--- src/aes_pkg.sv ---
// AES-128 shared definitions
// Block sizes, FSM state codes, the block union and GF(2^8) math
// S-box values come from field inversion and the affine map, not a table
package aes_pkg;

  localparam int BLOCK_W   = 128;
  localparam int NUM_BYTES = 16;
  localparam int NUM_COLS  = 4;
  localparam int ROUND_W   = 4;
  localparam logic [ROUND_W-1:0] NUM_ROUNDS = 4'd10;

  // Controller state codes
  localparam logic [2:0] IDLE       = 3'd0;
  localparam logic [2:0] KEY_SUB    = 3'd1;  // One key byte through sbox
  localparam logic [2:0] KEY_WRITE  = 3'd2;  // Round key into buffer
  localparam logic [2:0] KEY_READY  = 3'd3;
  localparam logic [2:0] DEC_SUB    = 3'd4;  // One state byte per cycle
  localparam logic [2:0] DEC_MIX    = 3'd5;  // One column per cycle
  localparam logic [2:0] DEC_UPDATE = 3'd6;

  // Same 128 bits seen as bytes or as columns
  // Byte index is col*4 + row, index 0 at the MSB end
  typedef union packed {
    logic [0:NUM_BYTES-1][7:0] bytes;
    logic [0:NUM_COLS-1][31:0] cols;
  } aes_block_u;

  //////////////////////////////
  // GF(2^8) arithmetic, poly 0x11b

  function automatic logic [7:0] xtime(input logic [7:0] b);
    return {b[6:0], 1'b0} ^ (8'h1b & {8{b[7]}});
  endfunction

  // Shift-and-add multiply
  function automatic logic [7:0] gf_mul(input logic [7:0] a, input logic [7:0] b);
    logic [7:0] acc;
    logic [7:0] sh;
    acc = 8'h00;
    sh  = a;
    for (int i = 0; i < 8; i++) begin
      if (b[i]) acc = acc ^ sh;
      sh = xtime(sh);
    end
    return acc;
  endfunction

  // a^254 by repeated squaring, 0 stays 0
  function automatic logic [7:0] gf_inv(input logic [7:0] a);
    logic [7:0] sq;
    logic [7:0] acc;
    sq  = a;
    acc = 8'h01;
    for (int i = 0; i < 7; i++) begin
      sq  = gf_mul(sq, sq);   // a^2, a^4 .. a^128
      acc = gf_mul(acc, sq);
    end
    return acc;
  endfunction

  //////////////////////////////
  // S-boxes

  function automatic logic [7:0] sbox(input logic [7:0] a);
    logic [7:0] b;
    b = gf_inv(a);
    return b ^ {b[6:0], b[7]} ^ {b[5:0], b[7:6]} ^ {b[4:0], b[7:5]} ^ {b[3:0], b[7:4]} ^ 8'h63;
  endfunction

  // Undo affine first, then invert
  function automatic logic [7:0] inv_sbox(input logic [7:0] a);
    logic [7:0] y;
    y = {a[6:0], a[7]} ^ {a[4:0], a[7:5]} ^ {a[1:0], a[7:2]} ^ 8'h05;
    return gf_inv(y);
  endfunction

  // Inverse MixColumns on one column, byte 0 in [31:24]
  function automatic logic [31:0] inv_mix_col(input logic [31:0] col);
    logic [7:0] s0, s1, s2, s3;
    logic [7:0] r0, r1, r2, r3;
    s0 = col[31:24];
    s1 = col[23:16];
    s2 = col[15:8];
    s3 = col[7:0];
    r0 = gf_mul(s0, 8'h0e) ^ gf_mul(s1, 8'h0b) ^ gf_mul(s2, 8'h0d) ^ gf_mul(s3, 8'h09);
    r1 = gf_mul(s0, 8'h09) ^ gf_mul(s1, 8'h0e) ^ gf_mul(s2, 8'h0b) ^ gf_mul(s3, 8'h0d);
    r2 = gf_mul(s0, 8'h0d) ^ gf_mul(s1, 8'h09) ^ gf_mul(s2, 8'h0e) ^ gf_mul(s3, 8'h0b);
    r3 = gf_mul(s0, 8'h0b) ^ gf_mul(s1, 8'h0d) ^ gf_mul(s2, 8'h09) ^ gf_mul(s3, 8'h0e);
    return {r0, r1, r2, r3};
  endfunction

  // Round constant, rounds 1..10
  function automatic logic [7:0] rcon(input logic [ROUND_W-1:0] r);
    case (r)
      4'd1:    return 8'h01;
      4'd2:    return 8'h02;
      4'd3:    return 8'h04;
      4'd4:    return 8'h08;
      4'd5:    return 8'h10;
      4'd6:    return 8'h20;
      4'd7:    return 8'h40;
      4'd8:    return 8'h80;
      4'd9:    return 8'h1b;
      4'd10:   return 8'h36;
      default: return 8'h00;  // Unused round index
    endcase
  endfunction

endpackage
--- src/aes_key_sched.sv ---
// AES-128 key expansion, one sbox byte per cycle
// Round keys 0..10 kept in a buffer, read back by round index
module aes_key_sched (
  input  logic                        clk,
  input  logic                        key_load,
  input  logic                        key_sub_en,
  input  logic                        key_write,
  input  logic [1:0]                  key_byte_sel,
  input  logic [aes_pkg::ROUND_W-1:0] round_idx,
  input  logic [aes_pkg::BLOCK_W-1:0] key,
  output aes_pkg::aes_block_u         round_key
);

  aes_pkg::aes_block_u work_key;                       // Latest round key
  aes_pkg::aes_block_u next_key;
  aes_pkg::aes_block_u key_buf [0:aes_pkg::NUM_ROUNDS];
  logic [0:3][7:0]     rot_word;                       // RotWord of last column
  logic [0:3][7:0]     sub_word;                       // SubWord result, filled serially
  logic [31:0]         temp;

  assign rot_word = {work_key.cols[3][23:0], work_key.cols[3][31:24]};

  //////////////////////////////
  // Next round key

  always_comb begin
    temp             = sub_word ^ {aes_pkg::rcon(round_idx), 24'h000000};
    next_key.cols[0] = work_key.cols[0] ^ temp;
    next_key.cols[1] = work_key.cols[1] ^ next_key.cols[0];
    next_key.cols[2] = work_key.cols[2] ^ next_key.cols[1];
    next_key.cols[3] = work_key.cols[3] ^ next_key.cols[2];
  end

  // Shared forward sbox
  always_ff @(posedge clk) begin
    if (key_sub_en) begin
      sub_word[key_byte_sel] <= aes_pkg::sbox(rot_word[key_byte_sel]);
    end
  end

  // Working key and buffer writes
  always_ff @(posedge clk) begin
    if (key_load) begin
      work_key   <= key;
      key_buf[0] <= key;  // Round 0 is the cipher key
    end else if (key_write) begin
      work_key           <= next_key;
      key_buf[round_idx] <= next_key;
    end
  end

  // Registered read
  // Forward the key being written so k10 is ready right at kdone
  always_ff @(posedge clk) begin
    if (key_write) begin
      round_key <= next_key;
    end else begin
      round_key <= key_buf[round_idx];
    end
  end

endmodule

--- config.mk ---
export PLATFORM = sky130hd
export DESIGN_NAME = aes_key_sched
export DESIGN_NICKNAME = d
export VERILOG_FILES = /design/src/aes_pkg.sv /design/src/aes_key_sched.sv
export SDC_FILE = /design/constraint.sdc
export NUM_CORES = 2
export LEC_CHECK = 0
export ABC_CLOCK_PERIOD_IN_PS = 36800
export BUFFER_PORTS_ARGS = -buffer_cell sky130_fd_sc_hd__buf_2
export CELL_PAD_IN_SITES_DETAIL_PLACEMENT = 1
export CELL_PAD_IN_SITES_GLOBAL_PLACEMENT = 1
export CORE_AREA = 2 2 641 324
export CTS_CLUSTER_DIAMETER = 100
export DETAILED_ROUTE_END_ITERATION = 12
export DIE_AREA = 0 0 643 326
export PLACE_DENSITY_LB_ADDON = 0.1
export SKIP_CTS_REPAIR_TIMING = 1
export SYNTH_ARGS = -nofsm -noshare
export SYNTH_HDL_FRONTEND = slang
export SYNTH_SLANG_ARGS = --single-unit
--- constraint.sdc ---
create_clock -name clk -period 36.8 [get_ports clk]
set_input_delay 7.36 -clock clk [delete_from_list [all_inputs] [get_ports clk]]
set_output_delay 7.36 -clock clk [all_outputs]
set_load 0.03 [all_outputs]
After elaboration in Yosys (flattened, before gate mapping). Memories as Yosys holds them, arrays and structs flattened. Cells that the tools add are included. W data, S select, Z words.

$lt $le $gt $ge: 2. Multiplexer cells: 241. Bitwise operators: 200. Reduce and logical (&&, ||, !) cells: 3.

Operators with widths (count): $mux W8 (220); $xor A8 B8 Y8 (95); $xor A8 B5 Y8 (91); $mux W128 (4); $xor A32 B32 Y32 (5); $reduce_or A128 Y1 (1); $bwmux W32 (1); $bmux W8 S2 (1); $demux W8 S2 (1); $mux W4 (2); $mux W1 (7); $mux W7 (1); $not A1 Y1 (7); $mux W6 (1); $mux W5 (1); $not A4 Y4 (1); $ge A3 B3 Y1 const B (1); $lt A3 B1 Y1 const B (1); $mux W3 (1); $not A2 Y3 (1); $mux W2 (1); $reduce_bool A2 Y1 (1); $logic_and A1 B1 Y1 (1).

Flip-flop bits (word level): 288. RAM bits: 1408. Memory bits (read-only): 128. Input port bits: 138. Output and inout bits: 128. Memories kept: 2.

Memories: key_buf (depth 11, width 128, rd ports 1, clocked after memory_dff 0, write ports 1, line aes_key_sched.sv:16) `aes_pkg::aes_block_u key_buf [0:aes_pkg::NUM_ROUNDS];`; (no name shown) (depth 16, width 8, rd ports 1, clocked after memory_dff 0, write ports 0, line aes_pkg.sv:94) `case (r)`.

Longest topological paths before layout.
Depth in word-level cells: 194. Gate-level depth with buffers: 67. Gate-level depth less buffers: 54.

Worst setup path before layout. Ideal clock, no wire load.

Path type: input to register. From: input key_byte_sel[0]. To: register sub_word[0] (netlist name) (data pin). Setup time: 278 ps. Data arrival time: 22282 ps. Required time: 36522 ps. Slack: 14241 ps. Stages: 63. Path through: mux4_2 -> clkbuf_1 -> buf_2 -> ha_1 -> clkbuf_1 -> xnor2_1 -> a21oi_1 -> xor2_1 -> inv_1 -> clkbuf_1 -> ha_1 -> clkbuf_1 -> xnor2_1 -> mux2_2 -> o21ai_0 -> and2_1 -> inv_1 -> ha_1 -> (+27 left out) -> a221oi_2 -> nor3_1 -> o311a_1 -> o31a_1 -> o31ai_2 -> xnor2_1 -> buf_2 -> nor2_1 -> a221oi_1 -> o22a_1 -> xnor2_1 -> o221ai_1 -> a22oi_1 -> xor2_1 -> a211oi_1 -> a311oi_1 -> xnor3_2 -> xnor3_1.

Longest elaborated chain between the ends: 194.

RTL lines: from (decl) (line aes_key_sched.sv:8) `input logic [1:0] key_byte_sel,`; $not A2 Y3 (not written as such) (*) (line aes_key_sched.sv:37) `sub_word[key_byte_sel] <= aes_pkg::sbox(rot_word[key_byte_sel]);`; $bmux W8 S2 (line aes_key_sched.sv:37); $mux W8 (not written as such) (2 in a row) (line aes_key_sched.sv:37); $mux W8 (line aes_pkg.sv:42) `if (b[i]) acc = acc ^ sh;`; $mux W8 (line aes_key_sched.sv:36) `if (key_sub_en) begin`; $xor A8 B8 Y8 (line aes_pkg.sv:42); $mux W8 (line aes_pkg.sv:42); $mux W8 (line aes_key_sched.sv:36); (+174 left out); $mux W8 (line aes_pkg.sv:42); $mux W8 (line aes_key_sched.sv:36); $xor A8 B8 Y8 (line aes_pkg.sv:42); $mux W8 (line aes_pkg.sv:42); $mux W8 (line aes_key_sched.sv:36); $xor A8 B8 Y8 (4 in a row) (line aes_pkg.sv:67) `return b ^ {b[6:0], b[7]} ^ {b[5:0], b[7:6]} ^ {b[4:0], b[7:5]} ^ {b[3:0], b[7:4]} ^ 8'h63;`; $not A4 Y4 (no line); $bwmux W32 (*) (line aes_key_sched.sv:37); to (signal, indexed assignment) (line aes_key_sched.sv:37); to (decl) (line aes_key_sched.sv:18) `logic [0:3][7:0] sub_word;`.

Every way passes the cells marked *; elsewhere a longest branch is shown, timed or not. The select of a mux whose other input is x is not followed. A chain may end at the register's enable or synchronous reset.

Final worst setup path.
From: input key_byte_sel[0]. To: register sub_word[27] (netlist name) (data pin).

Longest elaborated chain between the ends: 193.

RTL lines (line): $not A2 Y3 (not written as such) (*) (aes_key_sched.sv:37); $bmux W8 S2 (aes_key_sched.sv:37); $mux W8 (not written as such) (2 in a row) (aes_key_sched.sv:37); $mux W8 (aes_pkg.sv:42); $mux W8 (aes_key_sched.sv:36); $xor A8 B8 Y8 (aes_pkg.sv:42); $mux W8 (aes_pkg.sv:42); $mux W8 (aes_key_sched.sv:36); (+173 left out); $xor A8 B8 Y8 (aes_pkg.sv:42); $mux W8 (aes_pkg.sv:42); $mux W8 (aes_key_sched.sv:36); $xor A8 B8 Y8 (aes_pkg.sv:42); $mux W8 (aes_pkg.sv:42); $mux W8 (aes_key_sched.sv:36); $xor A8 B8 Y8 (4 in a row) (aes_pkg.sv:67); $bwmux W32 (*) (aes_key_sched.sv:37).

Marked as above.

==> results.py <==
metrics = {
    "critical_path": {
        "crit_slowest_cell": "ha_1",
        "worstReg2RegStart": "work_key[31]",
        "critPathLaunchType": "input port",
        "critical-path-top-cell-by-count": "xnor2_1",
        "worstPathRequired_ns": 37.36,
        "r2r.worst_path.cells": 53,
        "regToRegSetupSlack_ns": 17.45,
        "worst-path-max-fanout": 23,
        "rr_endpoint": "sub_word[27]",
        "critPathCaptureType": "flip-flop",
        "worst_ep_arrival_time_ns": 26.54,
        "biggest_cell_delay_along_the_critical_path_ns": 0.93,
        "crit_type": "in2reg",
    },
    "timing": {
        "final-setup-viol-count": 0,
        "max_slew_margin_pct": 11.2,
        "timing.final.crit_period_ns": 25.98,
        "report.final.hold_viol_count": 0,
        "fin_worst_skew_ns": 0.0685,
        "fmaxAchievable_mhz": 38.5,
        "timing.final.max_slew_violations": 0,
        "timing_worst_slew_pin_value_ns": 1.32,
        "final.setup.tns_ns": 0,
        "layout_worst_path_cycle_share_pct": 70.6,
        "unrepaired_setup_endpoints_after_global_routing": "no",
    },
    "cts": {
        "clock_tree.buffer_depth": 4,
        "cts-htree-levels": 4,
        "path_clk_slew_ns": 0.06,
        "insertion_delay_ns": 0.83,
        "clock_tree.root_cell": "clkbuf_16",
        "tritoncts.num_buffers": 164,
        "cts_num_sinks": 1696,
        "tritoncts_clock_tree": "built",
    },
    "routing": {
        "via_count": 51000,
        "drtIter0Drc": 5570,
        "wire_per_inst_um": 30.6,
        "detailed_route_drc_error_count": 0,
        "totalWireLength_um": 274000,
        "via_per_inst": 5.71,
        "drt-pass1-iter-count": 6,
        "postRouteAntennaNets": 0,
    },
    "global_route": {
        "grt_pass1_wl_um": 391000,
        "grtUsageTotal_pct": 25.8,
        "grt_antenna_before_repair": 39,
        "first_global_vias": 50300,
        "grt-ovfl-total": 0,
        "grt_start_max_net_pins": 167,
    },
    "final_layout": {
        "area_used_by_sequential_logic_in_the_layout_um2": 49600,
        "design.final.nets": 6195,
        "final_area_um2": 91500,
        "drive_above_1_share_pct": 18.6,
        "footprint_of_the_multi_input_gates_um2": 30300,
        "synthToLayoutAreaGrowth_pct": 12.6,
        "num-fill-cells": 20600,
        "final_core_utilization_pct": 44.7,
    },
    "placement": {
        "post_dp_cell_area_um2": 86600,
        "port_buffers": 265,
        "place_congestion": 0.877,
        "place.detailed.hpwl_um": 182000,
    },
    "floorplanning": {
        "die-height_um": 326,
        "pin_count": 266,
        "die-area_um2": 210000,
        "start_util_pct": 39.7,
        "chip_width_um": 643,
        "core_um2": 205000,
        "num_rows": 118,
    },
    "synthesis": {
        "yosysTopAreaCell": "edfxtp_1",
        "ys.warnings.count": 0,
        "synth_seq_area_share_pct": 61.1,
        "synth_enable_flop_cells": 1568,
        "synth.lib_cells_used.distinct": 105,
        "flip_flop_and_latch_count_after_synthesis": 1696,
        "combinational_family_with_the_most_area_after_synthesis": "multiplexers",
        "asyncSetResetFlopFracSynth_pct": 0,
        "synth_compound_gate_area_share_pct": 5.93,
        "mappedNetlistNets": 5913,
        "synthAdderAreaFrac_pct": 0.194,
        "synth_top_flop_cell": "edfxtp_1",
        "synth.cell_area_um2": 81300,
        "avgSynthCellArea_um2": 14.1,
        "post_synth_and_or_nand_nor_area_fraction_pct": 6.73,
        "postSynthCellCount": 5764,
        "synth-xor-area-share_pct": 10.6,
        "muxShareOfSynthArea_pct": 13.5,
        "ys_top_cells_by_area": "edfxtp_1, mux4_2, mux2i_1, xnor2_1, dfxtp_1",
        "synth_largest_type_area_fraction_pct": 57.9,
    },
    "run_status": {
        "status": "finished clean",
    },
    "worst_hold_path": {
        "class_of_the_most_critical_hold_timing_path": "reg2reg",
        "hold_path_startpoint": "key_buf[10][122]",
        "hold_depth": 4,
        "worstHoldEndpoint": "round_key[122]",
    },
    "job": {
        "drv_cap": 0,
    },
}
[worst max-delay path, delay by kind of cell]
family                     cells  cell delay, ns
buffers and inverters          7            1.88
muxes                          5            2.35
AOI/OAI and AO/OA             13            3.97
and+or+nand+nor               12            3.29
xor gates and xnor gates      13            5.41
adders and majority gates      4            2.19
[registers in the layout, summed over array words and instances (netlist names)]
name,cells
key_buf,1408
round_key,128
work_key,128
sub_word,32
[Yosys cell counts (9+ instances only)]
cell type  instances
xnor2_4           10
edfxtp_1        1568
a21oi_1          221
inv_1             45
ha_1              11
a22oi_1           16
a311oi_1           9
a31oi_1           19
buf_1             67
nor3_1            59
a221oi_1           9
clkbuf_1         236
xnor3_1           79
o21ai_0          388
o22ai_1           19
a211oi_1          16
mux2i_1          436
or3_1             13
xor3_1             9
xnor3_2           10
mux4_2           265
xor2_1           173
xnor2_1          425
nor2b_1           16
mux2_2            53
dfxtp_1          128
xnor2_2           30
and3_1            12
nand3_1           55
buf_2             33
nor4_1            13
nand2_1          666
o211ai_1          13
o21ai_1           16
nor2_1           423
nand2b_1          13
[worst max-delay path by stage]
stage,startpoint,to,depth (start not counted)
floorplan,key_byte_sel[0],sub_word[0],63
global route,key_byte_sel[0],sub_word[13],52
detailed placement,key_byte_sel[0],sub_word[19],53
CTS,key_byte_sel[0],sub_word[27],53
finish,key_byte_sel[0],sub_word[27],54
global placement,key_byte_sel[0],sub_word[19],54
[layout by cell type, fill, tap and decap left out, types with 31 or more instances in the layout]
cell       instances
nand3_1           55
xnor3_1           79
o21ai_1           34
inv_1             45
dfxtp_1          128
o21ai_0          370
clkbuf_1          47
buf_4            194
nor3_1            57
mux2i_1          436
nand2_1          666
mux2_2            53
mux4_2           265
xor2_1           168
xnor2_1          407
clkbuf_16        165
clkinv_2          31
nor2_1           417
edfxtp_1        1568
xnor2_2           46
a21oi_1          220
buf_2            259
[cells by family after synthesis]
| logic type | after synthesis |
|---|---|
| buf+inv | 403 |
| xor+xnor | 752 |
| mux | 756 |
| fa+ha+maj | 13 |
| simple gates | 1318 |
| flops | 1696 |
| compound gates | 826 |
[per-stage QoR]
step | hold slack (ns) | cells | setup WS (ns)
after global routing | 0.633 | 8927 | 9.76
after floorplan | 0.562 | 5764 | 14.24
final | 0.603 | 8932 | 10.82
after detailed placement | 0.615 | 8639 | 10.29
after CTS | 0.601 | 8926 | 11.11
after global placement | 0.606 | 8639 | 10.90
[area by class of cell]
class | count | area share (%)
Clock inverter | 62 | 0.521
Sequential cell | 1696 | 54.2
Inverter | 53 | 0.217
Clock buffer | 225 | 4.90
Antenna cell | 5 | 0.0137
Multi-Input combinational cell | 3665 | 33.1
Timing Repair Buffer | 466 | 3.24
Tap cell | 2760 | 3.77
[metal layers]
| layer | global-route usage (%) | wire length, µm | vias to the layer above |
|---|---|---|---|
| met5 | 0 | 0 | - |
| met4 | 3.45 | 3840 | 0 |
| met3 | 4.78 | 19500 | 276 |
| met2 | 35.6 | 111000 | 1690 |
| met1 | 42.4 | 139000 | 27000 |
| li1 | - | - | 22000 |
Power is left out: the tool's default activity adds up to more than one toggle a clock period on the data nets, which glitch-free logic cannot reach.
