`config.mk`:
```
export PLATFORM = sky130hd
export DESIGN_NAME = aes_dec_ctrl
export DESIGN_NICKNAME = d
export VERILOG_FILES = /design/src/aes_pkg.sv /design/src/aes_dec_ctrl.sv
export SDC_FILE = /design/constraint.sdc
export NUM_CORES = 1
export LEC_CHECK = 0
export BUFFER_PORTS_ARGS = -buffer_cell sky130_fd_sc_hd__buf_2
export CAP_MARGIN = 25
export CORE_MARGIN = 4
export CORE_UTILIZATION = 46
export DETAILED_ROUTE_END_ITERATION = 12
export GPL_TIMING_DRIVEN = 1
export PLACE_DENSITY = 0.69
export SLEW_MARGIN = 0
export SYNTH_ARGS = -nofsm -noshare
export SYNTH_HDL_FRONTEND = slang
export SYNTH_SLANG_ARGS = --single-unit
```
`constraint.sdc`:
```
create_clock -name clk -period 3.8 [get_ports clk]
set_input_delay 0.76 -clock clk [delete_from_list [all_inputs] [get_ports clk]]
set_output_delay 0.76 -clock clk [all_outputs]
set_load 0.005 [all_outputs]
```
`src/aes_pkg.sv`:
```
// AES-128 shared definitions
// Block sizes, FSM state codes, the block union and GF(2^8) math
// S-box values come from field inversion and the affine map, not a table
package aes_pkg;

  localparam int BLOCK_W   = 128;
  localparam int NUM_BYTES = 16;
  localparam int NUM_COLS  = 4;
  localparam int ROUND_W   = 4;
  localparam logic [ROUND_W-1:0] NUM_ROUNDS = 4'd10;

  // Controller state codes
  localparam logic [2:0] IDLE       = 3'd0;
  localparam logic [2:0] KEY_SUB    = 3'd1;  // One key byte through sbox
  localparam logic [2:0] KEY_WRITE  = 3'd2;  // Round key into buffer
  localparam logic [2:0] KEY_READY  = 3'd3;
  localparam logic [2:0] DEC_SUB    = 3'd4;  // One state byte per cycle
  localparam logic [2:0] DEC_MIX    = 3'd5;  // One column per cycle
  localparam logic [2:0] DEC_UPDATE = 3'd6;

  // Same 128 bits seen as bytes or as columns
  // Byte index is col*4 + row, index 0 at the MSB end
  typedef union packed {
    logic [0:NUM_BYTES-1][7:0] bytes;
    logic [0:NUM_COLS-1][31:0] cols;
  } aes_block_u;

  //////////////////////////////
  // GF(2^8) arithmetic, poly 0x11b

  function automatic logic [7:0] xtime(input logic [7:0] b);
    return {b[6:0], 1'b0} ^ (8'h1b & {8{b[7]}});
  endfunction

  // Shift-and-add multiply
  function automatic logic [7:0] gf_mul(input logic [7:0] a, input logic [7:0] b);
    logic [7:0] acc;
    logic [7:0] sh;
    acc = 8'h00;
    sh  = a;
    for (int i = 0; i < 8; i++) begin
      if (b[i]) acc = acc ^ sh;
      sh = xtime(sh);
    end
    return acc;
  endfunction

  // a^254 by repeated squaring, 0 stays 0
  function automatic logic [7:0] gf_inv(input logic [7:0] a);
    logic [7:0] sq;
    logic [7:0] acc;
    sq  = a;
    acc = 8'h01;
    for (int i = 0; i < 7; i++) begin
      sq  = gf_mul(sq, sq);   // a^2, a^4 .. a^128
      acc = gf_mul(acc, sq);
    end
    return acc;
  endfunction

  //////////////////////////////
  // S-boxes

  function automatic logic [7:0] sbox(input logic [7:0] a);
    logic [7:0] b;
    b = gf_inv(a);
    return b ^ {b[6:0], b[7]} ^ {b[5:0], b[7:6]} ^ {b[4:0], b[7:5]} ^ {b[3:0], b[7:4]} ^ 8'h63;
  endfunction

  // Undo affine first, then invert
  function automatic logic [7:0] inv_sbox(input logic [7:0] a);
    logic [7:0] y;
    y = {a[6:0], a[7]} ^ {a[4:0], a[7:5]} ^ {a[1:0], a[7:2]} ^ 8'h05;
    return gf_inv(y);
  endfunction

  // Inverse MixColumns on one column, byte 0 in [31:24]
  function automatic logic [31:0] inv_mix_col(input logic [31:0] col);
    logic [7:0] s0, s1, s2, s3;
    logic [7:0] r0, r1, r2, r3;
    s0 = col[31:24];
    s1 = col[23:16];
    s2 = col[15:8];
    s3 = col[7:0];
    r0 = gf_mul(s0, 8'h0e) ^ gf_mul(s1, 8'h0b) ^ gf_mul(s2, 8'h0d) ^ gf_mul(s3, 8'h09);
    r1 = gf_mul(s0, 8'h09) ^ gf_mul(s1, 8'h0e) ^ gf_mul(s2, 8'h0b) ^ gf_mul(s3, 8'h0d);
    r2 = gf_mul(s0, 8'h0d) ^ gf_mul(s1, 8'h09) ^ gf_mul(s2, 8'h0e) ^ gf_mul(s3, 8'h0b);
    r3 = gf_mul(s0, 8'h0b) ^ gf_mul(s1, 8'h0d) ^ gf_mul(s2, 8'h09) ^ gf_mul(s3, 8'h0e);
    return {r0, r1, r2, r3};
  endfunction

  // Round constant, rounds 1..10
  function automatic logic [7:0] rcon(input logic [ROUND_W-1:0] r);
    case (r)
      4'd1:    return 8'h01;
      4'd2:    return 8'h02;
      4'd3:    return 8'h04;
      4'd4:    return 8'h08;
      4'd5:    return 8'h10;
      4'd6:    return 8'h20;
      4'd7:    return 8'h40;
      4'd8:    return 8'h80;
      4'd9:    return 8'h1b;
      4'd10:   return 8'h36;
      default: return 8'h00;  // Unused round index
    endcase
  endfunction

endpackage
```
`src/aes_dec_ctrl.sv`:
```
// Sequencer for key expansion and decryption rounds
// Owns every enable, byte/column step and the round index
module aes_dec_ctrl (
  input  logic                        clk,
  input  logic                        rstn,
  input  logic                        kld,
  input  logic                        ld,
  output logic                        kdone,
  output logic                        done,
  output logic                        key_load,
  output logic                        key_sub_en,
  output logic                        key_write,
  output logic                        load_en,
  output logic                        sub_en,
  output logic                        mix_en,
  output logic                        state_en,
  output logic                        out_en,
  output logic [1:0]                  key_byte_sel,
  output logic [1:0]                  col_sel,
  output logic [3:0]                  byte_sel,
  output logic [aes_pkg::ROUND_W-1:0] round_idx
);

  logic [2:0]                  state;
  logic [aes_pkg::ROUND_W-1:0] rnd;       // Counts up in expansion and down in decryption
  logic [3:0]                  byte_cnt;
  logic [1:0]                  col_cnt;
  logic                        key_ok;    // Not busy so a new key is allowed
  logic                        last_upd;

  // No key load while reset is held
  assign key_ok   = rstn && ((state == aes_pkg::IDLE) || (state == aes_pkg::KEY_READY));
  assign key_load = kld && key_ok;
  assign load_en  = ld && !kld && (state == aes_pkg::KEY_READY);  // kld wins

  assign key_sub_en = (state == aes_pkg::KEY_SUB);
  assign key_write  = (state == aes_pkg::KEY_WRITE);
  assign sub_en     = (state == aes_pkg::DEC_SUB);
  assign mix_en     = (state == aes_pkg::DEC_MIX);

  // rnd has moved on by update time and is back at 10 after round 0
  assign last_upd = (state == aes_pkg::DEC_UPDATE) && (rnd == aes_pkg::NUM_ROUNDS);
  assign state_en = (state == aes_pkg::DEC_UPDATE) && !last_upd;
  assign out_en   = last_upd;

  assign key_byte_sel = byte_cnt[1:0];
  assign byte_sel     = byte_cnt;
  assign col_sel      = col_cnt;
  assign round_idx    = rnd;  // Also the key buffer read address

  //////////////////////////////
  // State machine

  always_ff @(posedge clk or negedge rstn) begin
    if (!rstn) begin
      state    <= aes_pkg::IDLE;
      rnd      <= '0;
      byte_cnt <= '0;
      col_cnt  <= '0;
      kdone    <= 1'b0;
      done     <= 1'b0;
    end else begin
      kdone <= 1'b0;  // Pulses
      done  <= 1'b0;
      case (state)
        aes_pkg::IDLE, aes_pkg::KEY_READY: begin
          byte_cnt <= '0;
          if (key_load) begin
            rnd   <= 1;
            state <= aes_pkg::KEY_SUB;
          end else if (load_en) begin
            rnd   <= aes_pkg::NUM_ROUNDS - 1;  // ct ^ k10 loads now
            state <= aes_pkg::DEC_SUB;
          end
        end
        aes_pkg::KEY_SUB: begin
          if (byte_cnt == 4'd3) begin
            byte_cnt <= '0;
            state    <= aes_pkg::KEY_WRITE;
          end else begin
            byte_cnt <= byte_cnt + 1;
          end
        end
        aes_pkg::KEY_WRITE: begin
          if (rnd == aes_pkg::NUM_ROUNDS) begin
            kdone <= 1'b1;               // k10 lands this edge
            state <= aes_pkg::KEY_READY;  // rnd stays at 10 for the first load
          end else begin
            rnd   <= rnd + 1;
            state <= aes_pkg::KEY_SUB;
          end
        end
        aes_pkg::DEC_SUB: begin
          if (byte_cnt == 4'(aes_pkg::NUM_BYTES - 1)) begin
            byte_cnt <= '0;
            if (rnd == '0) begin
              rnd   <= aes_pkg::NUM_ROUNDS;  // Final round skips the mix
              state <= aes_pkg::DEC_UPDATE;
            end else begin
              col_cnt <= '0;
              state   <= aes_pkg::DEC_MIX;
            end
          end else begin
            byte_cnt <= byte_cnt + 1;
          end
        end
        aes_pkg::DEC_MIX: begin
          if (col_cnt == 2'(aes_pkg::NUM_COLS - 1)) begin
            col_cnt <= '0;
            rnd     <= rnd - 1;  // Next key read starts during update
            state   <= aes_pkg::DEC_UPDATE;
          end else begin
            col_cnt <= col_cnt + 1;
          end
        end
        aes_pkg::DEC_UPDATE: begin
          if (last_upd) begin
            done  <= 1'b1;  // Same cycle text_out changes
            state <= aes_pkg::KEY_READY;
          end else begin
            state <= aes_pkg::DEC_SUB;
          end
        end
        default: state <= aes_pkg::IDLE;
      endcase
    end
  end

endmodule

```
# ---- Yosys cells after proc, flatten, opt, wreduce, memory -nomap -nowiden
# Cells that the tools add are included.
dict set report totals {
  ff_bits 15
  in_bits 4
}
dict set report op_classes {
  addsub 4
  eq_ne 17
  n_mux 27
  n_reduce_logical 18
}
# operator n
set op_table {}
lappend op_table {{4-bit two-way mux} 8}
lappend op_table {{3-bit two-way mux} 6}
lappend op_table {{3-bit one-hot mux with 6 select lines} 1}
lappend op_table {{4-bit one-hot mux with 4 select lines} 1}
lappend op_table {{4-bit one-hot mux with 3 select lines} 1}
lappend op_table {{2-bit two-way mux} 5}
lappend op_table {{3-bit equality test (second input constant)} 3}
lappend op_table {{4-bit by 1-bit adder with 4-bit output (second input constant)} 2}
lappend op_table {{4-bit equality test (second input constant)} 2}
lappend op_table {{2-bit by 1-bit inequality test with 1-bit output (second input constant)} 4}
lappend op_table {{3-bit by 2-bit equality test with 1-bit output (second input constant)} 2}
lappend op_table {{1-bit logical AND} 6}
lappend op_table {{6-bit AND reduction} 1}
lappend op_table {{4-bit by 2-bit equality test with 1-bit output (second input constant)} 1}
lappend op_table {{4-bit logical NOT} 1}
lappend op_table {{1-bit two-way mux} 4}
lappend op_table {{2-bit inequality test (second input constant)} 2}
lappend op_table {{2-bit one-hot mux with 2 select lines} 1}
lappend op_table {{4-bit AND reduction} 1}
lappend op_table {{4-bit nonzero test} 1}
lappend op_table {{4-bit by 1-bit subtractor with 4-bit output (second input constant)} 1}
lappend op_table {{3-bit by 1-bit equality test with 1-bit output (second input constant)} 1}
lappend op_table {{3-bit logical NOT} 1}
lappend op_table {{3-bit inequality test (second input constant)} 1}
lappend op_table {{other kinds (8)} 9}

# ---- Logic depth before layout (Yosys ltp)
# Gate-level depths: netlist of the first run.
dict set report logic_depth {
  ltp_word 6
  depth_mapped 9
  ltp_nobuf 8
}

# ---- Least setup slack after synthesis of the first run
# OpenSTA, ideal clock, no wires.
dict set report synth_path {
  path_kind {register to register}
  startpoint {register state[2]}
  endpoint {register rnd, in the netlist round_idx[3]}
  setup_time_ns 0.127
  arrival_time_ns 1.975
  t_required_ns 3.673
  slack_ns 1.698
  stages_incl_launch_ff 10
  synth_period_minus_slack_ns 2.102
  cell_sequence {dfrtp_1 -> clkbuf_8 -> nand3b_1 -> inv_1 -> ha_1 -> a21oi_1 -> nand2_1 -> o21ai_0 -> a211oi_1 -> mux2_1}
}
# item line_no
set synth_rtl {}
lappend synth_rtl {{start: declaration} aes_dec_ctrl.sv:24} ;# logic [2:0] state;
lappend synth_rtl {{start signal: assignment} aes_dec_ctrl.sv:56} ;# state <= aes_pkg::IDLE;
lappend synth_rtl {{start signal: assignment} aes_dec_ctrl.sv:70} ;# state <= aes_pkg::KEY_SUB;
lappend synth_rtl {{start signal: assignment} aes_dec_ctrl.sv:73} ;# state <= aes_pkg::DEC_SUB;
lappend synth_rtl {{3-bit equality test (*)} --}
lappend synth_rtl {{net mix_en} aes_dec_ctrl.sv:15} ;# output logic mix_en,
lappend synth_rtl {{4-bit nonzero test (no source line) or 2-bit by 1-bit inequality test with 1-bit output (tied branches)} --}
lappend synth_rtl {{6-bit AND reduction (no source line)} --}
lappend synth_rtl {{end signal: assignment} aes_dec_ctrl.sv:72} ;# rnd <= aes_pkg::NUM_ROUNDS - 1;
lappend synth_rtl {{end signal: assignment} aes_dec_ctrl.sv:89} ;# rnd <= rnd + 1;
lappend synth_rtl {{end signal: assignment} aes_dec_ctrl.sv:97} ;# rnd <= aes_pkg::NUM_ROUNDS;
lappend synth_rtl {{end: declaration} aes_dec_ctrl.sv:25} ;# logic [aes_pkg::ROUND_W-1:0] rnd;
# The timed path passes the listed nets; every way through them passes the cells marked *.
# A chain may end at the register's enable or synchronous reset.

# ---- Worst setup path after layout of the first run
dict set report layout_path {
  startpoint {register state[2]}
  endpoint {output sub_en}
}
dict set report layout_via {
  elab_chain_len 1
}
# item line_no
set layout_rtl {}
lappend layout_rtl {{3-bit equality test} aes_dec_ctrl.sv:38} ;# assign sub_en = (state == aes_pkg::DEC_SUB);
lappend layout_rtl {{end: declaration} aes_dec_ctrl.sv:14} ;# output logic sub_en,
# Every way passes these cells.

==> results by group, run 1 <==
Status
  • Status: finished, final reports clean

Routing
  • Final wirelength: 3020 um
  • Initial DRC count: 27
  • Routed Antenna Nets: 0
  • DRC: 0
  • First drt pass iteration count: 4
  • WL per Instance: 16.0 um
  • DR vias: 1,154
  • Routed vias/inst: 6.11

CTS
  • Setup bufs post-CTS: 0
  • Clock tree buffer depth: 2
  • TritonCTS buffer count: 3
  • CTS root buf: clkbuf_4
  • CTS tree: yes
  • H-Tree Level Count: 1
  • CTS clock-pin slew for the worst setup and hold paths: 100 ps
  • # clock sinks: 15
  • CTS Hold Bufs: 0
  • # resized after CTS: 0
  • Worst-Skew Late Latency: 280 ps

Setup path
  • Critical Path RT: 3040 ps
  • R2R depth: 8
  • R2r setup slk: 1190 ps
  • Slowest CP cell: dfrtp_1
  • Crit. End Element: primary output
  • Setup Crit Path Kind: flop to primary output
  • Reg2reg start: state[2]
  • Max stage delay on crit path: 800 ps
  • Crit-path most repeated cell: nor2b_1
  • Crit start category: flop
  • Cell Chain, Critical Path: nor2b_1 -> nor2b_1 -> buf_2
  • Worst-path fanout max: 21
  • CP bufs+invs: 1
  • R2r endpoint: round_idx[3]
  • Top delay family on crit path: flip-flops
  • Critical path data arrival time: 1890 ps

Global route
  • Global-route wire length before repair: 5090 um
  • GR Util All Layers: 0.179
  • Initial antenna violation count: 0
  • Met3 Use GR: 0.0319
  • Vias in the first global route: 1,116
  • Most used routing layer: met2
  • M2 GR Usage: 0.287
  • Pin count of the biggest net entering global routing: 22
  • Global routing usage on met1: 0.244
  • Grt ovf: 0

STA
  • Worst slew pin tran: 689 ps
  • Period minus WS final: 2650 ps
  • Clock Skews: 6.43 ps
  • Rel. slew slack: 0.541
  • Final setup violation count: 0
  • Setup ws final: 1150 ps
  • Hold violation count in the final report: 0
  • RSZ-0062 raised after global routing: no
  • Pins Over Slew Limit: 0
  • Part of the cycle the worst path needs: 0.698
  • Peak Freq: 377 MHz
  • Setup TNS: 0 ps
  • Hold slack: 408 ps

Floorplanning
  • IO Pins: 26
  • Initial Util: 0.502
  • CORE AREA: 2570 um^2
  • Std-Cell Rows: 18
  • Die extent in x: 61.0 um
  • DIE AREA: 3720 um^2
  • Chip height: 61.0 um

Yosys
  • Syn_area_per_cell: 9.15 um^2
  • Seq/Total Area, Yosys: 0.291
  • Commonest cells in the netlist: dfrtp_1, a21oi_1, nor2_1, nand2_1, o21ai_0
  • Yosys cell types: 48
  • Number of synthesized flops with an enable pin: 0
  • Main flop type after synthesis: dfrtp_1
  • Top cell type's share of synthesized area: 0.291
  • YS warnings: 0
  • Area contributors post-synth: dfrtp_1, buf_6, a21oi_1, ha_1, nor2_1
  • Yosys reg bits: 15
  • Post-synth ARST share: 1.00
  • Cell Area, Synth: 1290 um^2
  • Post-Syn Instances: 141
  • Largest area contributor in the netlist: dfrtp_1
  • Syn Nets: 150
  • Most common cell in the netlist: dfrtp_1

Pwr
  • Clock share of power: 0.079
  • Worst vdd ir: 497 uV
  • Leakage power: 0.629 nW
  • Logic pwr share: 0.603
  • PwrDens: 859 nW/um^2
  • Sequential share of power: 0.317
  • Final Power: 1.17 mW
  • Internal power: 600 uW
  • P_sw: 570 uW
  • Net Sw Frac: 0.488

Placed design
  • Gpl congestion: 0.883
  • Final HPWL DP: 2260 um
  • IO buf count: 25
  • Pre-CTS WS: 1200 ps

Finish
  • Fin nets: 169
  • FILL cells: 275
  • Share of post-route cells with drive strength above 1: 0.264
  • Ant diodes: 0
  • P&R area growth vs syn: 5.53%
  • Final Util: 0.530

Min path
  • Hold Crit Class: input pin to async pin

Flow run
  • Maxcap violations: 0
[state kept, by name, summed over array words and instances (netlist names)]
register   flops
byte_sel       4
col_sel        2
done           1
kdone          1
round_idx      4
state          3
[through the flow]
stage	instance area, um^2	std cells
final	1360	189
after global routing	1360	189
after CTS	1360	189
after detailed placement	1340	185
after global placement	1340	185
after floorplan	1290	141
[cells by family (layout without fill, tap and decap cells)]
kind of cell | after synthesis | in the layout | share of synthesized area
simple gates | 48 | 48 | 0.221
compound gates | 46 | 46 | 0.252
buf+inv | 19 | 37 | 0.117
flops | 15 | 15 | 0.291
fa+ha+maj | 5 | 5 | 0.0543
mux | 5 | 5 | 0.0436
xor+xnor | 3 | 3 | 0.0204
[cell usage in the layout, fill, tap and decap left out, drive strengths merged, types with 3 or more instances in the layout]
cell type | Yosys | layout
ha | 4 | 4
o21ai | 12 | 12
inv | 7 | 7
nand2b | 3 | 3
clkbuf | 2 | 4
nand2 | 8 | 8
buf | 10 | 26
nor2 | 13 | 13
dfrtp | 15 | 15
nand3b | 4 | 4
a22o | 3 | 3
a22oi | 3 | 3
a21oi | 14 | 14
nand3 | 4 | 4
mux2 | 5 | 5
nor2b | 5 | 5
[routing by layer]
metal  vias up  share of wire
li1        549              -
met1       556           0.46
met2        45           0.47
met3         4          0.056
met4         0         0.0079
met5         -              0
[cell type report]
class	count	area, um^2	share of cell area
clock buffers	4	26.3	0.0193
repair buffers	26	133	0.0974
flip-flops and latches	15	375	0.276
multi-input cells	107	763	0.561
well taps	30	37.5	0.0276
inverters	7	26.3	0.0193
[power by group through the flow]
| stage | Clock, mW | Sequential, mW | Combinational (mW) |
|---|---|---|---|
| 2_1_floorplan | 0 | 0.290 | 0.660 |
| 3_3_place_gp | 0 | 0.365 | 0.683 |
| 3_5_place_dp | 0 | 0.372 | 0.703 |
| 4_1_cts | 0.0938 | 0.368 | 0.707 |
| 5_1_grt | 0.102 | 0.388 | 0.792 |
| 6_report | 0.0928 | 0.371 | 0.706 |
[worst max-delay path by stage]
stage               depth (start not counted)           end  slack (ps)      from
floorplan                                   9  round_idx[3]        1700  state[2]
global placement                            4      key_load        1300      rstn
detailed placement                          8  round_idx[3]        1200  state[2]
CTS                                         4        out_en        1160  state[1]
global route                                8  round_idx[3]         960  state[2]
finish                                      3        sub_en        1150  state[2]
No activity file was read; power rests on OpenSTA's default activity.
==> inputs of run 2 (changes only) <==
- ABC_AREA: not set -> 1
- PLACE_DENSITY: 0.69 -> 0.73
- clock period: 3.8 -> 2.15 ns (I/O delays scaled with it)
==> run 2 against run 1 <==
Compared with the run above:
- global-route usage is 0.32 points lower
- area after synthesis is 13% lower
- total power is 61% lower
- register-to-register slack worse by 870 ps
- core utilization is 4.4 points higher
- first-iteration DRC count is 70% higher
- worst hold slack worse by 260 ps
- worst setup slack worse by 970 ps
- critical endpoint is now key_load
- largest power group is now registers
- highest routed layer unchanged
==> results by group, run 2 <==
Status
  • Status: finished, final reports clean

Finish
  • Most frequent cells in the layout: nand2_1, inv_1, buf_2, nand3_1, dfrtp_1
  • P&R area growth vs syn: 15.9%
  • Fin nets: 199
  • Final instance area: 1310 um^2
  • Ant diodes: 0
  • Share of post-route cells with drive strength above 1: 0.296
  • Commonest non-fill, non-tap cell in the layout: nand2_1

Setup path
  • Crit start category: flop
  • Slowest CP cell: dfrtp_1
  • Setup Crit Path Kind: flop to primary output
  • R2r endpoint: round_idx[3]
  • Max stage delay on crit path: 390 ps
  • Crit. End Element: primary output
  • Worst-path fanout max: 7
  • Critical path data arrival time: 1540 ps
  • Critical Path RT: 1720 ps
  • R2r setup slk: 320 ps
  • Cell Chain, Critical Path: buf_4 -> nor2_2 -> nand2_2 -> nand2_4 -> nand3_1 -> inv_1 -> buf_2
  • Reg2reg start: state[1]
  • R2R depth: 12

STA
  • Pins Over Slew Limit: 0
  • Part of the cycle the worst path needs: 0.916
  • Clock Skews: 4.68 ps
  • Hold violation count in the final report: 0
  • Final setup violation count: 0
  • RSZ-0062 raised after global routing: no
  • Rel. slew slack: 0.826
  • Peak Freq: 508 MHz
  • Worst slew pin tran: 261 ps
  • Period minus WS final: 1970 ps
  • Setup TNS: 0 ps

Yosys
  • Post-Syn Instances: 160
  • Commonest cells in the netlist: nand2_1, inv_1, dfrtp_1, nand3_1, nor2_1
  • Syn Nets: 169
  • Yosys cell types: 23
  • Seq/Total Area, Yosys: 0.333
  • Yosys reg bits: 15
  • Largest area contributor in the netlist: dfrtp_1
  • Area contributors post-synth: dfrtp_1, nand2_1, inv_1, nand3_1, nand3_2
  • YS warnings: 0
  • Cell Area, Synth: 1130 um^2
  • Post-synth ARST share: 1.00
  • Most common cell in the netlist: nand2_1
  • Syn_area_per_cell: 7.05 um^2
  • Main flop type after synthesis: dfrtp_1
  • Top cell type's share of synthesized area: 0.333
  • Number of synthesized flops with an enable pin: 0

CTS
  • H-Tree Level Count: 1
  • CTS Hold Bufs: 0
  • # resized after CTS: 0
  • Setup bufs post-CTS: 0
  • TritonCTS buffer count: 3
  • Worst-Skew Late Latency: 280 ps
  • Clock tree buffer depth: 2
  • CTS root buf: clkbuf_4
  • CTS clock-pin slew for the worst setup and hold paths: 90 ps
  • CTS tree: yes
  • # clock sinks: 15

Routing
  • WL per Instance: 12.2 um
  • Initial DRC count: 46
  • DR vias: 1,071
  • Final wirelength: 2650 um
  • First drt pass iteration count: 4
  • DRC: 0
  • Routed vias/inst: 4.94
  • Routed Antenna Nets: 0

Min path
  • Hold Crit Class: input pin to async pin

Floorplanning
  • CORE AREA: 2280 um^2
  • Die extent in x: 57.5 um
  • DIE AREA: 3310 um^2
  • Chip height: 57.5 um
  • IO Pins: 26
  • Std-Cell Rows: 17
  • Initial Util: 0.495

Pwr
  • Leakage power: 0.795 nW
  • PwrDens: 349 nW/um^2
  • Worst vdd ir: 211 uV

Global route
  • Vias in the first global route: 1,066
  • Grt ovf: 0
  • Pin count of the biggest net entering global routing: 16
  • GR Util All Layers: 0.176
  • Global-route wire length before repair: 4550 um
  • Initial antenna violation count: 0

Flow run
  • Maxcap violations: 0

Placed design
  • IO buf count: 25
  • Placed instance area: 1280 um^2
  • Final HPWL DP: 2170 um
  • Gpl congestion: 0.846
## run 2: where the power goes
group / internal (mW) / leakage, nW / switching, mW
Sequential: 0.282 / 0.180 / 0
Combinational: 0.00370 / 0.599 / 0.00897
Clock: 0.0718 / 0.0150 / 0.0898
## run 2: how the worst max path moves through the flow
stage / startpoint / end / cells after the start
floorplan: state[1] / round_idx[3] / 13
global placement: state[1] / round_idx[3] / 12
detailed placement: state[1] / round_idx[3] / 12
CTS: state[1] / key_load / 7
global route: state[1] / key_load / 7
finish: state[1] / key_load / 7
## run 2: through the flow
stage                     cells  setup WS (ps)  hold WS [ps]  total power, mW   util
final                       217            181           150            0.456  0.574
after detailed placement    213            358           462            0.301  0.562
after floorplan             160            370           134            0.289      -
after global routing        217           50.4           157            0.485  0.574
after CTS                   217            170           146            0.468  0.574
after global placement      213            444           455            0.300  0.562
## run 2: routing by layer
metal / up-vias / GRT usage / share of wire
li1: 549 / - / -
met1: 480 / 0.204 / 0.41
met2: 40 / 0.316 / 0.50
met3: 2 / 0.0430 / 0.075
met4: 0 / 0.0530 / 0.0068
met5: - / 0 / 0
## run 2: final cells by class
| class | instances | area (um^2) |
|---|---|---|
| flip-flops and latches | 15 | 375 |
| repair buffers | 29 | 155 |
| inverters | 30 | 114 |
| multi-input cells | 111 | 601 |
| fillers | 216 | 970 |
| clock buffers | 4 | 26.3 |
| well taps | 28 | 35.0 |
## run 2: logic make-up (layout without fill, tap and decap cells)
group	after synthesis	count (layout)	share of synthesized area
xor gates and xnor gates	2	2	0.0155
DFF	15	15	0.333
adders and majority gates	5	5	0.0622
buffers and inverters	34	63	0.134
AOI/OAI and AO/OA	9	9	0.0422
and+or+nand+nor	94	94	0.404
muxes	1	1	0.00888
## run 2: critical path, delay by kind of cell (launching register included)
family,cells,cell delay (ps)
buffers and inverters,3,380
flip-flops,1,390
AND/OR/NAND/NOR,4,480
==> inputs of run 3 (changes only) <==
- ABC_AREA: 1 -> not set
- PLACE_DENSITY: 0.73 -> 0.71
- TNS_END_PERCENT: not set -> 50
==> run 3 against run 2 <==
Compared with the run above:
- core utilization is 1.3 points lower
- clock skew is 5.1 ps higher
- sequential share of layout area is 2.7 points lower
- first-iteration DRC count grew 48%
- total power rose to 4.7 times the previous value
- worst hold slack improved by 14 ps
- critical endpoint unchanged
- largest power group is now combinational logic
==> results by group, run 3 (same netlist as run 1, synthesis figures left out) <==
Pwr
  • Clock share of power: 0.080
  • Internal power: 1.14 mW
  • Logic pwr share: 0.669
  • PwrDens: 1500 nW/um^2
  • Worst vdd ir: 896 uV
  • Net Sw Frac: 0.472
  • Leakage power: 0.678 nW
  • Sequential share of power: 0.251
  • P_sw: 1.02 mW
  • Final Power: 2.16 mW

Setup path
  • Setup Crit Path Kind: flop to primary output
  • Critical path data arrival time: 1630 ps
  • Critical Path RT: 1720 ps
  • Crit. End Element: primary output
  • Crit start category: flop
  • Worst-path fanout max: 24

Routing
  • Routed vias/inst: 5.92
  • First drt pass iteration count: 4
  • WL per Instance: 15.5 um
  • DR vias: 1,179
  • Final wirelength: 3080 um
  • Initial DRC count: 68
  • DRC: 0
  • Routed Antenna Nets: 0

STA
  • Hold slack: 164 ps
  • Final setup violation count: 0
  • Peak Freq: 485 MHz
  • Pins Over Slew Limit: 0
  • RSZ-0062 raised after global routing: no
  • Clock Skews: 9.75 ps
  • Period minus WS final: 2060 ps
  • Setup ws final: 89.8 ps
  • Setup TNS: 0 ps
  • Part of the cycle the worst path needs: 0.958
  • Hold violation count in the final report: 0
  • Rel. slew slack: 0.670
  • Worst slew pin tran: 495 ps

Finish
  • Ant diodes: 0
  • FILL cells: 250
  • Share of post-route cells with drive strength above 1: 0.308
  • Multi-input logic area: 766 um^2
  • Commonest non-fill, non-tap cell in the layout: buf_2
  • Fin nets: 179
  • Most frequent cells in the layout: buf_2, dfrtp_1, nor2_1, a21oi_1, buf_4
  • Final instance area: 1440 um^2
  • Post-Layout Cell Count: 199
  • Final Util: 0.561
  • P&R area growth vs syn: 11.7%
  • Reg area: 375 um^2

Placed design
  • Gpl congestion: 0.880
  • IO buf count: 25
  • Placed instance area: 1400 um^2
  • Final HPWL DP: 2350 um
  • Inst Count DP: 194
  • Pre-CTS WS: 196 ps

CTS
  • Worst-Skew Late Latency: 290 ps
  • CTS root buf: clkbuf_4
  • TritonCTS buffer count: 3
  • H-Tree Level Count: 1
  • CTS clock-pin slew for the worst setup and hold paths: 100 ps
  • # clock sinks: 15
  • Clock tree buffer depth: 2
  • CTS tree: yes

Floorplanning
  • IO Pins: 26
  • Die extent in x: 61.0 um
  • Std-Cell Rows: 18
  • Chip height: 61.0 um
  • CORE AREA: 2570 um^2
  • DIE AREA: 3720 um^2
  • Initial Util: 0.502

Global route
  • Global-route wire length before repair: 5170 um
  • Pin count of the biggest net entering global routing: 25
  • GR Util All Layers: 0.186
  • Vias in the first global route: 1,086
  • Grt ovf: 0
  • Initial antenna violation count: 0

Min path
  • Hold Crit Class: input pin to async pin

Status
  • Status: finished, final reports clean

Flow run
  • Maxcap violations: 0
[run 3: worst paths after layout]
check	start	depth (start not counted)	to	slack (ps)
max	state[0]	4	key_load	90
min	rstn	2	done	160
max reg2reg	byte_sel[0]	6	state[0]	180
min reg2reg	col_sel[1]	1	col_sel[1]	540
max in group asynchronous	rstn	2	state[0]	1310
min in group clk	col_sel[1]	1	col_sel[1]	540
[run 3: metal layers]
layer  vias up  wire [um]  global-route usage
met3         4        210              0.0191
met5         -          0                   0
met1       555       1380               0.254
met2        49       1460               0.310
li1        571          -                   -
met4         0         34              0.0557
[run 3: layout make-up]
| cell class | count | share of cell area |
|---|---|---|
| clock buffer | 4 | 0.0182 |
| timing repair buffer | 36 | 0.146 |
| multi-input combinational | 107 | 0.531 |
| inverter | 7 | 0.0182 |
| sequential | 15 | 0.260 |
| tap | 30 | 0.0260 |
[run 3: repair_timing]
action / in CTS / in global routing
buffers inserted: 0 / 0
resized for setup: 0 / 1
hold buffers: 1 / 0
hold endpoints to repair: 5 / 0
endpoints found under the setup margin: 0 / 1
[run 3: worst max-delay path, stage by stage, from the launching register on]
cell     delay [ps]
dfrtp_1         390
buf_4           260
nor2b_1          90
nor4_1          410
buf_2           190
[run 3: power by group through the flow]
stage               logic, mW  registers [mW]  clock network [mW]
finish                   1.45           0.543               0.174
detailed placement       1.44           0.551                   0
floorplan                1.17           0.513                   0
CTS                      1.45           0.544               0.174
global placement         1.41           0.537                   0
global route             1.63           0.568               0.182
